### src/hdl/render_pkg.sv
package render_pkg;

    // Display geometry
    parameter int SCREEN_W  = 160;
    parameter int SCREEN_H  = 120;
    parameter int TILE_SIZE = 5;

    // Coordinate widths
    parameter int COORD_X_W = 8;
    parameter int COORD_Y_W = 7;
    parameter int TILE_X_W  = 5;
    parameter int TILE_Y_W  = 4;
    parameter int OFFSET_W  = 3;

    // 4 bits each of red, green and blue
    parameter int COLOR_W = 12;

    // Sprite pattern colours
    parameter logic [COLOR_W-1:0] COLOR_BROWN  = 12'h531;
    parameter logic [COLOR_W-1:0] COLOR_YELLOW = 12'hFF3;
    parameter logic [COLOR_W-1:0] COLOR_WHITE  = 12'hFFF;
    parameter logic [COLOR_W-1:0] COLOR_RED    = 12'hF88;

    // Frame phases
    typedef enum logic [2:0] {
        PHASE_IDLE,
        PHASE_BACKGROUND,
        PHASE_ERASE,
        PHASE_DRAW,
        PHASE_DRAIN
    } render_phase_e;

    // Sprite order inside the erase and draw phases
    typedef enum logic [1:0] {
        SPRITE_PLAYER,
        SPRITE_GHOST1,
        SPRITE_GHOST2,
        SPRITE_GHOST3
    } sprite_e;

endpackage

### src/hdl/block_scanner.sv
`timescale 1ns/1ns

module block_scanner
    import render_pkg::*;
(
    input  logic                 clock,
    input  logic                 resetn,
    input  logic                 enable,
    input  render_phase_e        phase,
    input  logic [TILE_X_W-1:0]  tile_x,
    input  logic [TILE_Y_W-1:0]  tile_y,
    output logic [COORD_X_W-1:0] pix_x,
    output logic [COORD_Y_W-1:0] pix_y,
    output logic [OFFSET_W-1:0]  dx,
    output logic [OFFSET_W-1:0]  dy,
    output logic                 pix_valid,
    output logic                 block_done,
    output logic                 screen_done
);

    logic [COORD_X_W-1:0] scan_x;
    logic [COORD_Y_W-1:0] scan_y;
    logic                 in_screen;
    logic                 in_block;
    logic                 row_end;
    logic                 tile_row_end;

    assign in_screen = (phase == PHASE_BACKGROUND);
    assign in_block  = (phase == PHASE_ERASE) || (phase == PHASE_DRAW);
    assign pix_valid = in_screen || in_block;

    assign row_end      = (scan_x == COORD_X_W'(SCREEN_W - 1));
    assign tile_row_end = (dx == OFFSET_W'(TILE_SIZE - 1));

    assign screen_done = in_screen && row_end && (scan_y == COORD_Y_W'(SCREEN_H - 1));
    assign block_done  = in_block && tile_row_end && (dy == OFFSET_W'(TILE_SIZE - 1));

    // Tile origin times five plus the offset inside the tile
    assign pix_x = in_screen ? scan_x :
        COORD_X_W'(tile_x) * COORD_X_W'(TILE_SIZE) + COORD_X_W'(dx);
    assign pix_y = in_screen ? scan_y :
        COORD_Y_W'(tile_y) * COORD_Y_W'(TILE_SIZE) + COORD_Y_W'(dy);

    // Full screen raster
    always_ff @(posedge clock or negedge resetn) begin
        if (!resetn) begin
            scan_x <= '0;
            scan_y <= '0;
        end else if (enable && in_screen) begin
            scan_x <= row_end ? '0 : scan_x + 1'b1;
            if (screen_done) begin
                scan_y <= '0;
            end else if (row_end) begin
                scan_y <= scan_y + 1'b1;
            end
        end
    end

    // 5x5 walk through one sprite block
    always_ff @(posedge clock or negedge resetn) begin
        if (!resetn) begin
            dx <= '0;
            dy <= '0;
        end else if (enable && in_block) begin
            dx <= tile_row_end ? '0 : dx + 1'b1;
            if (block_done) begin
                dy <= '0;
            end else if (tile_row_end) begin
                dy <= dy + 1'b1;
            end
        end
    end

endmodule

### src/hdl/pixel_pipe.sv
`timescale 1ns/1ns

module pixel_pipe
    import render_pkg::*;
(
    input  logic                 clock,
    input  logic                 resetn,
    input  logic                 enable,
    input  render_phase_e        phase,
    input  logic [COORD_X_W-1:0] pix_x,
    input  logic [COORD_Y_W-1:0] pix_y,
    input  logic                 pix_valid,
    input  logic [COLOR_W-1:0]   sprite_color,
    input  logic [COLOR_W-1:0]   bg_color,
    output logic [COORD_X_W-1:0] bg_x,
    output logic [COORD_Y_W-1:0] bg_y,
    output logic [COORD_X_W-1:0] vga_x,
    output logic [COORD_Y_W-1:0] vga_y,
    output logic [COLOR_W-1:0]   vga_color,
    output logic                 plot
);

    logic [COORD_X_W-1:0] s1_x;
    logic [COORD_Y_W-1:0] s1_y;
    logic [COLOR_W-1:0]   s1_color;
    logic                 s1_draw;
    logic                 s1_valid;
    logic                 s2_valid;

    // Memory sees the address in the same cycle, data returns next cycle
    assign bg_x = pix_x;
    assign bg_y = pix_y;

    // Stage 1 lines up with the background read
    always_ff @(posedge clock) begin
        if (enable) begin
            s1_x     <= pix_x;
            s1_y     <= pix_y;
            s1_color <= sprite_color;
            s1_draw  <= (phase == PHASE_DRAW);
        end
    end

    // Stage 2 drives the display
    always_ff @(posedge clock or negedge resetn) begin
        if (!resetn) begin
            s1_valid  <= 1'b0;
            s2_valid  <= 1'b0;
            vga_x     <= '0;
            vga_y     <= '0;
            vga_color <= '0;
        end else if (enable) begin
            s1_valid  <= pix_valid;
            s2_valid  <= s1_valid;
            vga_x     <= s1_x;
            vga_y     <= s1_y;
            vga_color <= s1_draw ? s1_color : bg_color;
        end
    end

    assign plot = s2_valid && enable;

endmodule

### src/hdl/position_store.sv
`timescale 1ns/1ns

module position_store
    import render_pkg::*;
(
    input  logic                clock,
    input  logic                resetn,
    input  logic                enable,
    input  render_phase_e       phase,
    input  sprite_e             sprite_sel,
    input  logic                block_done,
    input  logic [TILE_X_W-1:0] player_x,
    input  logic [TILE_Y_W-1:0] player_y,
    input  logic [TILE_X_W-1:0] ghost1_x,
    input  logic [TILE_Y_W-1:0] ghost1_y,
    input  logic [TILE_X_W-1:0] ghost2_x,
    input  logic [TILE_Y_W-1:0] ghost2_y,
    input  logic [TILE_X_W-1:0] ghost3_x,
    input  logic [TILE_Y_W-1:0] ghost3_y,
    output logic [TILE_X_W-1:0] tile_x,
    output logic [TILE_Y_W-1:0] tile_y
);

    // Last drawn tile of each sprite, indexed by sprite_e
    logic [TILE_X_W-1:0] last_x [4];
    logic [TILE_Y_W-1:0] last_y [4];
    logic [TILE_X_W-1:0] live_x;
    logic [TILE_Y_W-1:0] live_y;

    always_comb begin
        case (sprite_sel)
            SPRITE_PLAYER: {live_x, live_y} = {player_x, player_y};
            SPRITE_GHOST1: {live_x, live_y} = {ghost1_x, ghost1_y};
            SPRITE_GHOST2: {live_x, live_y} = {ghost2_x, ghost2_y};
            default:       {live_x, live_y} = {ghost3_x, ghost3_y};
        endcase
    end

    // Erase uses the old spot, draw uses the new one
    assign tile_x = (phase == PHASE_DRAW) ? live_x : last_x[sprite_sel];
    assign tile_y = (phase == PHASE_DRAW) ? live_y : last_y[sprite_sel];

    always_ff @(posedge clock or negedge resetn) begin
        if (!resetn) begin
            // Player starts at (0,0), ghosts at (1,1)
            for (int i = 0; i < 4; i++) begin
                last_x[i] <= (i == 0) ? TILE_X_W'(0) : TILE_X_W'(1);
                last_y[i] <= (i == 0) ? TILE_Y_W'(0) : TILE_Y_W'(1);
            end
        end else if (enable && phase == PHASE_DRAW && block_done) begin
            last_x[sprite_sel] <= live_x;
            last_y[sprite_sel] <= live_y;
        end
    end

endmodule

### src/hdl/render_sequencer.sv
`timescale 1ns/1ns

module render_sequencer
    import render_pkg::*;
(
    input  logic          clock,
    input  logic          resetn,
    input  logic          enable,
    input  logic          block_done,
    input  logic          screen_done,
    output render_phase_e phase,
    output sprite_e       sprite_sel,
    output logic          finished
);

    logic    first_frame;
    logic    drain_cnt;
    logic    done_q;
    sprite_e next_sprite;

    assign next_sprite = sprite_e'(sprite_sel + 1'b1);

    // Pulse shows only on an enabled cycle
    assign finished = done_q && enable;

    always_ff @(posedge clock or negedge resetn) begin
        if (!resetn) begin
            phase       <= PHASE_IDLE;
            sprite_sel  <= SPRITE_PLAYER;
            first_frame <= 1'b1;
            drain_cnt   <= 1'b0;
            done_q      <= 1'b0;
        end else if (enable) begin
            done_q <= 1'b0;
            case (phase)
                PHASE_IDLE: begin
                    sprite_sel <= SPRITE_PLAYER;
                    // Background is painted once after reset
                    phase <= first_frame ? PHASE_BACKGROUND : PHASE_ERASE;
                end
                PHASE_BACKGROUND: begin
                    if (screen_done) begin
                        first_frame <= 1'b0;
                        phase       <= PHASE_ERASE;
                    end
                end
                PHASE_ERASE: begin
                    if (block_done) begin
                        sprite_sel <= next_sprite;
                        if (sprite_sel == SPRITE_GHOST3) begin
                            phase <= PHASE_DRAW;
                        end
                    end
                end
                PHASE_DRAW: begin
                    if (block_done) begin
                        sprite_sel <= next_sprite;
                        if (sprite_sel == SPRITE_GHOST3) begin
                            phase     <= PHASE_DRAIN;
                            drain_cnt <= 1'b0;
                        end
                    end
                end
                PHASE_DRAIN: begin
                    // Two cycles for the last pixel to leave the pipe
                    if (drain_cnt) begin
                        phase  <= PHASE_IDLE;
                        done_q <= 1'b1;
                    end else begin
                        drain_cnt <= 1'b1;
                    end
                end
                default: begin
                    phase <= PHASE_IDLE;
                end
            endcase
        end
    end

endmodule

### src/hdl/renderer_top.sv
`timescale 1ns/1ns

module renderer_top
    import render_pkg::*;
(
    input  logic                 clock,
    input  logic                 resetn,
    input  logic                 enable,
    input  logic [TILE_X_W-1:0]  player_x,
    input  logic [TILE_Y_W-1:0]  player_y,
    input  logic [TILE_X_W-1:0]  ghost1_x,
    input  logic [TILE_Y_W-1:0]  ghost1_y,
    input  logic [TILE_X_W-1:0]  ghost2_x,
    input  logic [TILE_Y_W-1:0]  ghost2_y,
    input  logic [TILE_X_W-1:0]  ghost3_x,
    input  logic [TILE_Y_W-1:0]  ghost3_y,
    output logic [COORD_X_W-1:0] bg_x,
    output logic [COORD_Y_W-1:0] bg_y,
    input  logic [COLOR_W-1:0]   bg_color,
    output logic [COORD_X_W-1:0] vga_x,
    output logic [COORD_Y_W-1:0] vga_y,
    output logic [COLOR_W-1:0]   vga_color,
    output logic                 plot,
    output logic                 finished
);

    render_phase_e        phase;
    sprite_e              sprite_sel;
    logic                 block_done;
    logic                 screen_done;
    logic                 pix_valid;
    logic [COORD_X_W-1:0] pix_x;
    logic [COORD_Y_W-1:0] pix_y;
    logic [OFFSET_W-1:0]  dx;
    logic [OFFSET_W-1:0]  dy;
    logic [TILE_X_W-1:0]  tile_x;
    logic [TILE_Y_W-1:0]  tile_y;
    logic [COLOR_W-1:0]   sprite_color;

    render_sequencer sequencer0 (
        .clock       (clock),
        .resetn      (resetn),
        .enable      (enable),
        .block_done  (block_done),
        .screen_done (screen_done),
        .phase       (phase),
        .sprite_sel  (sprite_sel),
        .finished    (finished)
    );

    block_scanner scanner0 (
        .clock       (clock),
        .resetn      (resetn),
        .enable      (enable),
        .phase       (phase),
        .tile_x      (tile_x),
        .tile_y      (tile_y),
        .pix_x       (pix_x),
        .pix_y       (pix_y),
        .dx          (dx),
        .dy          (dy),
        .pix_valid   (pix_valid),
        .block_done  (block_done),
        .screen_done (screen_done)
    );

    position_store positions0 (
        .clock      (clock),
        .resetn     (resetn),
        .enable     (enable),
        .phase      (phase),
        .sprite_sel (sprite_sel),
        .block_done (block_done),
        .player_x   (player_x),
        .player_y   (player_y),
        .ghost1_x   (ghost1_x),
        .ghost1_y   (ghost1_y),
        .ghost2_x   (ghost2_x),
        .ghost2_y   (ghost2_y),
        .ghost3_x   (ghost3_x),
        .ghost3_y   (ghost3_y),
        .tile_x     (tile_x),
        .tile_y     (tile_y)
    );

    sprite_rom rom0 (
        .dx           (dx),
        .dy           (dy),
        .sprite_sel   (sprite_sel),
        .sprite_color (sprite_color)
    );

    pixel_pipe pipe0 (
        .clock        (clock),
        .resetn       (resetn),
        .enable       (enable),
        .phase        (phase),
        .pix_x        (pix_x),
        .pix_y        (pix_y),
        .pix_valid    (pix_valid),
        .sprite_color (sprite_color),
        .bg_color     (bg_color),
        .bg_x         (bg_x),
        .bg_y         (bg_y),
        .vga_x        (vga_x),
        .vga_y        (vga_y),
        .vga_color    (vga_color),
        .plot         (plot)
    );

endmodule

### src/hdl/sprite_rom.sv
`timescale 1ns/1ns

module sprite_rom
    import render_pkg::*;
(
    input  logic [OFFSET_W-1:0] dx,
    input  logic [OFFSET_W-1:0] dy,
    input  sprite_e             sprite_sel,
    output logic [COLOR_W-1:0]  sprite_color
);

    // Row masks, bit index is the column
    logic [4:0] player_yellow;
    logic [4:0] ghost_brown;
    logic       ghost_red;

    // Player is a yellow cross with a filled middle ring
    always_comb begin
        case (dy)
            3'd0, 3'd4: player_yellow = 5'b00100;
            3'd1, 3'd3: player_yellow = 5'b01110;
            3'd2:       player_yellow = 5'b11111;
            default:    player_yellow = 5'b00000;
        endcase
    end

    // Ghost body is white with brown corners and feet
    always_comb begin
        case (dy)
            3'd0, 3'd1: ghost_brown = 5'b10001;
            3'd4:       ghost_brown = 5'b01010;
            default:    ghost_brown = 5'b00000;
        endcase
    end

    // Red eye at the centre
    assign ghost_red = (dx == 3'd2) && (dy == 3'd2);

    always_comb begin
        if (sprite_sel == SPRITE_PLAYER) begin
            sprite_color = player_yellow[dx] ? COLOR_YELLOW : COLOR_BROWN;
        end else if (ghost_red) begin
            sprite_color = COLOR_RED;
        end else begin
            sprite_color = ghost_brown[dx] ? COLOR_BROWN : COLOR_WHITE;
        end
    end

endmodule
### config.mk
export PLATFORM = sky130hd
export DESIGN_NAME = renderer_top
export DESIGN_NICKNAME = d
export VERILOG_FILES = /design/src/hdl/render_pkg.sv /design/src/hdl/block_scanner.sv /design/src/hdl/pixel_pipe.sv /design/src/hdl/position_store.sv /design/src/hdl/render_sequencer.sv /design/src/hdl/renderer_top.sv /design/src/hdl/sprite_rom.sv
export SDC_FILE = /design/constraint.sdc
export NUM_CORES = 1
export LEC_CHECK = 0
export ABC_AREA = 0
export BUFFER_PORTS_ARGS = -buffer_cell sky130_fd_sc_hd__buf_2
export CORE_MARGIN = 4
export CORE_UTILIZATION = 37
export CTS_CLUSTER_SIZE = 16
export DETAILED_ROUTE_END_ITERATION = 12
export SLEW_MARGIN = 30
export SYNTH_ARGS = -nofsm -noshare
export SYNTH_HDL_FRONTEND = slang
export SYNTH_SLANG_ARGS = --single-unit
### constraint.sdc
create_clock -name clock -period 10.89 [get_ports clock]
set_clock_uncertainty 0.15 [all_clocks]
set_input_delay 1.6335 -clock clock [delete_from_list [all_inputs] [get_ports clock]]
set_output_delay 1.6335 -clock clock [all_outputs]
set_load 0.1 [all_outputs]
==> reports/qor.yml, run 1 <==
finish:
  layout_commonest_cell: "buf_2"
  layout_common_cells: "93 x buf_2, 87 x dfrtp_1, 64 x mux2_2"
  area.growth.synth_to_final_pct: 20.7
  diodes: 0
  drive_above_1_share: 0.344
  nets: 711
route:
  ant_nets: 0
  vias_per_cell: 5.08
  drtIter0Drc: 270
  first_pass_iters: 4
  wire_per_inst_um: 15.9
  num_vias: 4305
  drc_errors: 0
  drt_wl_total_um: 13500
logic_synthesis:
  ys_types: 52
  ys_ff_latch: 115
  syn-cell-area_um2: 6170
  ys_seq_area_frac: 0.485
  synth_top_area_cell: "dfrtp_1"
  synthTopCellsByArea: "dfrtp_1 35%, mux2_2 12%, edfxtp_1 10%"
  yosys_warnings: 0
  synth_edf_count: 21
  synthArstFlopShare: 0.817
  synth_top_area_frac: 0.353
  syn_avg_cell_area_um2: 11.7
  synth_cells: 525
  syn_nets: 618
  synth-main-ff-cell: "dfrtp_1"
global_route:
  grt_pass1_wl_um: 22500
  gr-total-overflow: 0
  grt_antenna_before_repair: 0
  grt_use_total: 0.155
  grt_pass1_vias: 4453
  grt_max_degree: 73
worst_hold_path:
  worstHoldPathCells: 1
  hp-class: "flip-flop to flip-flop"
clock_network:
  cts_tree: "yes"
  path_clk_slew_ps: 60
  cts_buffers: 17
  cts_resized: 0
  hold_buffers: 0
  postCtsSetupBuffers: 0
  insertion_delay_ps: 420
  cts_max_level: 4
  cts.sinks: 115
  root_buffer: "clkbuf_16"
  max-clock-path-buffers: 2
pwr:
  p_clk_frac: 0.389
  power_leakage_nw: 3.55
  p_switching_mw: 0.523
  peakVddDrop_v: 0.000131
  seqPwrFrac: 0.358
  pwr-share-comb: 0.253
  powerDensity_nw_per_um2: 195
  p_sw_frac: 0.360
  power_mw: 1.45
  p_int_mw: 0.930
timing:
  finalSetupTns_ps: 0
  relSlewSlack: 0.466
  rsz0062_at_grt: "no"
  slew_violations: 0
  finalHoldViolations: 0
  layout_min_cycle_time_ps: 6990
  post-route-period-util: 0.641
  worst_pin_slew_ps: 801
  setup_viol: 0
  fmax_ghz: 0.143
setup_path:
  path_cells: "inv_1 > ha_1 > a222oi_1 > mux2i_1 > mux2_2 > ha_1 > ha_1 > fa_1 > a21o_1 > a21o_1 > xnor2_1 > a21oi_1 > buf_2"
  cp.depth: 13
  crit_family: "adder cells"
  end_kind: "output port"
  slowest_stage: "dfrtp_1"
  crit_arrival_ps: 5200
  crit_buf_inv: 2
  reg2reg_depth: 12
  cpPeakStageDelay_ps: 830
  path_common_cell: "ha_1"
  cp-start-kind: "flip-flop"
  crit_required_ps: 9110
  crit_type: "flip-flop to output port"
  cp_max_fo: 14
run:
  max-cap-violations: 0
floorplan:
  die_x_um: 137
  die_area_um2: 18800
  rows: 46
  start_util: 0.383
  io_pins: 95
  core_um2: 16100
  die_height_um: 137
placed_design:
  dp_hpwl_um: 9620
  port_buffers: 94
  place.gp.congestion: 0.823
status:
  status: "finished, final reports clean"
## state kept, by name, summed over array words and instances, names as in the netlist
signal	flops
pipe0.vga_y	7
pipe0.vga_color	12
scanner0.dy	3
sequencer0.drain_cnt	1
sequencer0.done_q	1
pipe0.s1_color	5
sequencer0.first_frame	1
positions0.last_x	20
scanner0.scan_x	8
pipe0.vga_x	8
pipe0.s1_y	7
scanner0.dx	3
pipe0.s1_draw	1
pipe0.s1_x	8
pipe0.s1_valid	1
scanner0.scan_y	7
positions0.last_y	16
sequencer0.sprite_sel	2
sequencer0.phase	3
pipe0.s2_valid	1
## cells in the mapped netlist (2+ instances only)
library cell and count:
dfrtp_1 87, mux2_2 64, nand2_1 50, ha_1 40, inv_1 27, a21oi_1 26
nor2_1 26, mux2i_1 24, edfxtp_1 21, o21ai_0 20, clkbuf_1 16, a222oi_1 9
mux4_2 9, nand2b_1 8, xnor2_1 8, dfstp_2 7, nand3_1 7, and3_1 6
buf_2 6, a21o_1 5, nand2_2 4, nor2b_1 4, and2_1 3, and4_1 3
nand3b_1 3, nor3_1 3, o31ai_1 3, a211oi_1 2, a21boi_0 2, a31oi_1 2
a32o_1 2, fa_1 2, mux2_1 2, nand4_1 2, o21a_1 2, o22ai_1 2
or3_1 2, xor2_1 2
## worst paths after layout
kind,from,end,slack [ps]
setup / recovery,sequencer0.sprite_sel[0],bg_x[5],3900
hold / removal,pipe0.s1_x[1],pipe0.vga_x[1],320
setup reg to reg,sequencer0.sprite_sel[0],pipe0.s1_x[6],6100
hold reg to reg,pipe0.s1_x[1],pipe0.vga_x[1],320
max in group asynchronous,resetn,scanner0.dy[2],8400
min in group asynchronous,resetn,positions0.last_x[11],1020
## power groups by stage
| stage | sequential (mW) | combinational [mW] | clock, mW |
|---|---|---|---|
| after floorplan | 0.624 | 0.187 | 0 |
| after detailed placement | 0.529 | 0.371 | 0 |
| after CTS | 0.521 | 0.372 | 0.580 |
| after global placement | 0.526 | 0.365 | 0 |
| after global routing | 0.526 | 0.398 | 0.599 |
| final | 0.520 | 0.368 | 0.566 |
## metal layers
| metal | global-route usage | part of all wire | up-vias |
|---|---|---|---|
| li1 | - | - | 2087 |
| met1 | 0.201 | 0.46 | 2105 |
| met2 | 0.250 | 0.48 | 98 |
| met3 | 0.0386 | 0.043 | 15 |
| met4 | 0.0610 | 0.017 | 0 |
| met5 | 0 | 0 | - |
## through the flow
| stage | hold WS, ps | utilization | cell area (um2) | worst slack (ps) | cells |
|---|---|---|---|---|---|
| finish | 320 | 0.462 | 7440 | 3900 | 847 |
| global route | 331 | 0.462 | 7440 | 3430 | 847 |
| CTS | 327 | 0.462 | 7440 | 3830 | 847 |
| detailed placement | 315 | 0.424 | 6840 | 4110 | 815 |
| global placement | 307 | 0.424 | 6840 | 4160 | 815 |
| floorplan | 296 | - | 6170 | 3070 | 525 |
## worst reg2reg max path, cell delays in order (launching register included)
cell and delay [ps]:
dfrtp_1 830, inv_1 160, ha_1 460, a222oi_1 490, mux2i_1 210, mux2_2 360, ha_1 310, ha_1 320
ha_1 300, a21oi_1 190, o21ai_0 150, a2111oi_0 440, nor3_1 150
## logic make-up (layout without fill, tap and decap cells)
family / count (synthesis) / in the layout / synth area share
DFF: 115 / 115 / 0.485
xor gates and xnor gates: 10 / 10 / 0.0142
adders and majority gates: 42 / 42 / 0.0877
muxes: 99 / 99 / 0.192
AOI/OAI and AO/OA: 79 / 79 / 0.0816
and+or+nand+nor: 129 / 129 / 0.106
buffers and inverters: 51 / 157 / 0.0329
## area by class of cell
| cell class | instances | area [um2] |
|---|---|---|
| Fill cell | 1492 | 8670 |
| Sequential cell | 115 | 2990 |
| Multi-Input combinational cell | 359 | 2970 |
| Timing Repair Buffer | 98 | 503 |
| Clock buffer | 19 | 443 |
| Tap cell | 216 | 270 |
| Clock inverter | 13 | 161 |
| Inverter | 27 | 101 |
Power figures use the tool's default switching activity.
==> inputs of run 2 (changes only) <==
==> constraint.sdc (replaced) <==
create_clock -name clock -period 5.7 [get_ports clock]
set_clock_uncertainty 0.15 [all_clocks]
set_input_delay 0.855 -clock clock [delete_from_list [all_inputs] [get_ports clock]]
set_output_delay 0.855 -clock clock [all_outputs]
set_load 0.1 [all_outputs]
==> run 2 against run 1 <==
Effect of this change: routed wire length increased by 2.9%; non-clock buffer count is 4 higher; cell count grew 0.47%; sequential power up 91%; clock power increased by 82%; die area did not move; core utilization is 0.45 points higher; sequential cell count did not move; sequential share of layout area is 0.39 points lower; critical path depth is the same; setup slack got worse by 3700 ps; clock-buffer cell count up 6.
==> reports/qor.yml, run 2 (synthesis gave the netlist of run 1 again) <==
status:
  status: "finished, final reports clean"  # unchanged
finish:
  largest_register_ff_count: 20  # unchanged
  area.growth.synth_to_final_pct: 21.9  # was 20.7%
  multi_input_area_um2: 3000  # was 2970 um2
  fill_cells: 1488  # was 1492
  nets: 715  # was 711
  reg.largest.list: "positions0.last_x x20, positions0.last_y x16, pipe0.vga_color x12"  # unchanged
  diodes: 0  # unchanged
  drive_above_1_share: 0.356  # was 0.344
  regArea_um2: 2990  # unchanged
  layout_common_cells: "90 x buf_2, 87 x dfrtp_1, 64 x mux2_2"  # was 93 x buf_2, 87 x dfrtp_1, 64 x mux2_2
  layout_commonest_cell: "buf_2"  # unchanged
  top_register: "positions0.last_x"  # unchanged
pwr:
  powerDensity_nw_per_um2: 364  # was 195 nW/um2
  peakVddDrop_v: 0.000276  # was 0.000131 V
  power_mw: 2.74  # was 1.45 mW
  power_leakage_nw: 3.58  # was 3.55 nW
timing:
  setup_viol: 0  # unchanged
  worst_pin_slew_ps: 774  # was 801 ps
  post-route-period-util: 0.969
  finalHoldViolations: 0  # unchanged
  slew_violations: 0  # unchanged
  relSlewSlack: 0.482  # was 0.466
  layout_min_cycle_time_ps: 5520
  worst_slack_ps: 178  # was 3900 ps
  fmax_ghz: 0.181
clock_network:
  cts_buffers: 17  # unchanged
  path_clk_slew_ps: 50  # was 60 ps
  cts_tree: "yes"  # unchanged
  root_buffer: "clkbuf_16"  # unchanged
  max-clock-path-buffers: 2  # unchanged
  cts.sinks: 115  # unchanged
  hold_buffers: 0  # unchanged
  insertion_delay_ps: 410  # was 420 ps
  postCtsSetupBuffers: 0  # unchanged
  cts_max_level: 4  # unchanged
global_route:
  grt_max_degree: 52  # was 73
  grt_pass1_wl_um: 22500  # about the same
  grt_antenna_before_repair: 0  # unchanged
  grt_use_total: 0.155  # about the same
  grt_pass1_vias: 4427  # was 4453
  gr-total-overflow: 0  # unchanged
route:
  num_vias: 4399  # was 4305
  vias_per_cell: 5.17  # was 5.08
  first_pass_iters: 5  # was 4
  drc_errors: 0  # unchanged
  ant_nets: 0  # unchanged
  drt_wl_total_um: 13800  # was 13500 um
  drtIter0Drc: 228  # was 270
  wire_per_inst_um: 16.3  # was 15.9 um
floorplan:
  core_um2: 16100  # unchanged
  die_height_um: 137  # unchanged
  die_area_um2: 18800  # unchanged
  start_util: 0.383  # unchanged
  io_pins: 95  # unchanged
  rows: 46  # unchanged
  die_x_um: 137  # unchanged
setup_path:
  cp_max_fo: 12  # was 14
  end_kind: "output port"  # unchanged
  crit_arrival_ps: 4520  # was 5200 ps
  cp-start-kind: "flip-flop"  # unchanged
  crit_required_ps: 4700  # was 9110 ps
  crit_type: "flip-flop to output port"  # unchanged
placed_design:
  place.gp.congestion: 0.791  # was 0.823
  post-place-ws_ps: 549  # was 4110 ps
  port_buffers: 94  # unchanged
  dp_hpwl_um: 10100  # was 9620 um
run:
  max-cap-violations: 0  # unchanged
worst_hold_path:
  hp-class: "input pin to async pin"  # was flip-flop to flip-flop
## run 2: cell types whose count changed in the layout (fill, tap and decap cells not counted), moves of 3 or more
| cell | change |
|---|---|
| o21ai_1 | +4 |
| clkbuf_8 | +3 |
| o21ai_0 | -4 |
| a21oi_2 | +3 |
| buf_2 | -3 |
| buf_4 | +4 |
| a21oi_1 | -3 |
## run 2: cell type report
cell class / instances / area share
Tap cell: 216 / 0.0360
Multi-Input combinational cell: 359 / 0.399
Clock buffer: 25 / 0.0688
Timing Repair Buffer: 102 / 0.0753
Clock inverter: 7 / 0.00966
Sequential cell: 115 / 0.398
Inverter: 27 / 0.0135
## run 2: timing repair
action,CTS,global route
endpoints found under the setup margin,0,1
hold endpoints to repair,0,0
resized for setup,0,3
## run 2: final timing paths
path	startpoint	to	slack, ps	cells after the start
max	sequencer0.sprite_sel[1]	bg_x[6]	180	13
min	resetn	pipe0.vga_color[10]	320	1
max reg2reg	sequencer0.sprite_sel[1]	pipe0.s1_x[6]	1480	12
min reg2reg	pipe0.s1_y[6]	pipe0.vga_y[6]	330	1
max in group asynchronous	resetn	positions0.last_x[5]	4040	2
min in group clock	pipe0.s1_y[6]	pipe0.vga_y[6]	330	1
## run 2: layer usage
layer	vias to the layer above	global-route usage	wire length (um)
li1	2083	-	-
met1	2169	0.213	6540
met2	134	0.237	6280
met3	13	0.0445	870
met4	0	0.0482	157
met5	-	0	0
## run 2: stage by stage
| stage | utilization | hold slack, ps | area, um2 | TNS (ps) | std cells |
|---|---|---|---|---|---|
| floorplan | - | 296 | 6190 | -56.6 | 525 |
| global placement | 0.429 | 307 | 6920 | 0 | 819 |
| detailed placement | 0.429 | 314 | 6920 | 0 | 819 |
| CTS | 0.466 | 326 | 7510 | 0 | 851 |
| global route | 0.466 | 336 | 7510 | -25.0 | 851 |
| finish | 0.466 | 322 | 7510 | 0 | 851 |
## run 2: worst max-delay path: stages (launching register included)
cell       delay, ps
dfrtp_1          370
buf_4            200
ha_1             330
a222oi_1         430
mux2i_1          230
mux2_2           330
ha_1             300
ha_1             330
ha_1             310
a21oi_1          190
o21ai_0          150
a2111oi_1        510
nor3_2           140
clkbuf_4         310
## run 2: power breakdown
group	internal (mW)	total, mW	switching, mW
Combinational	0.161	0.711	0.550
Sequential	0.921	0.994	0.0728
Clock	0.670	1.03	0.363
Total	1.75	2.74	0.986
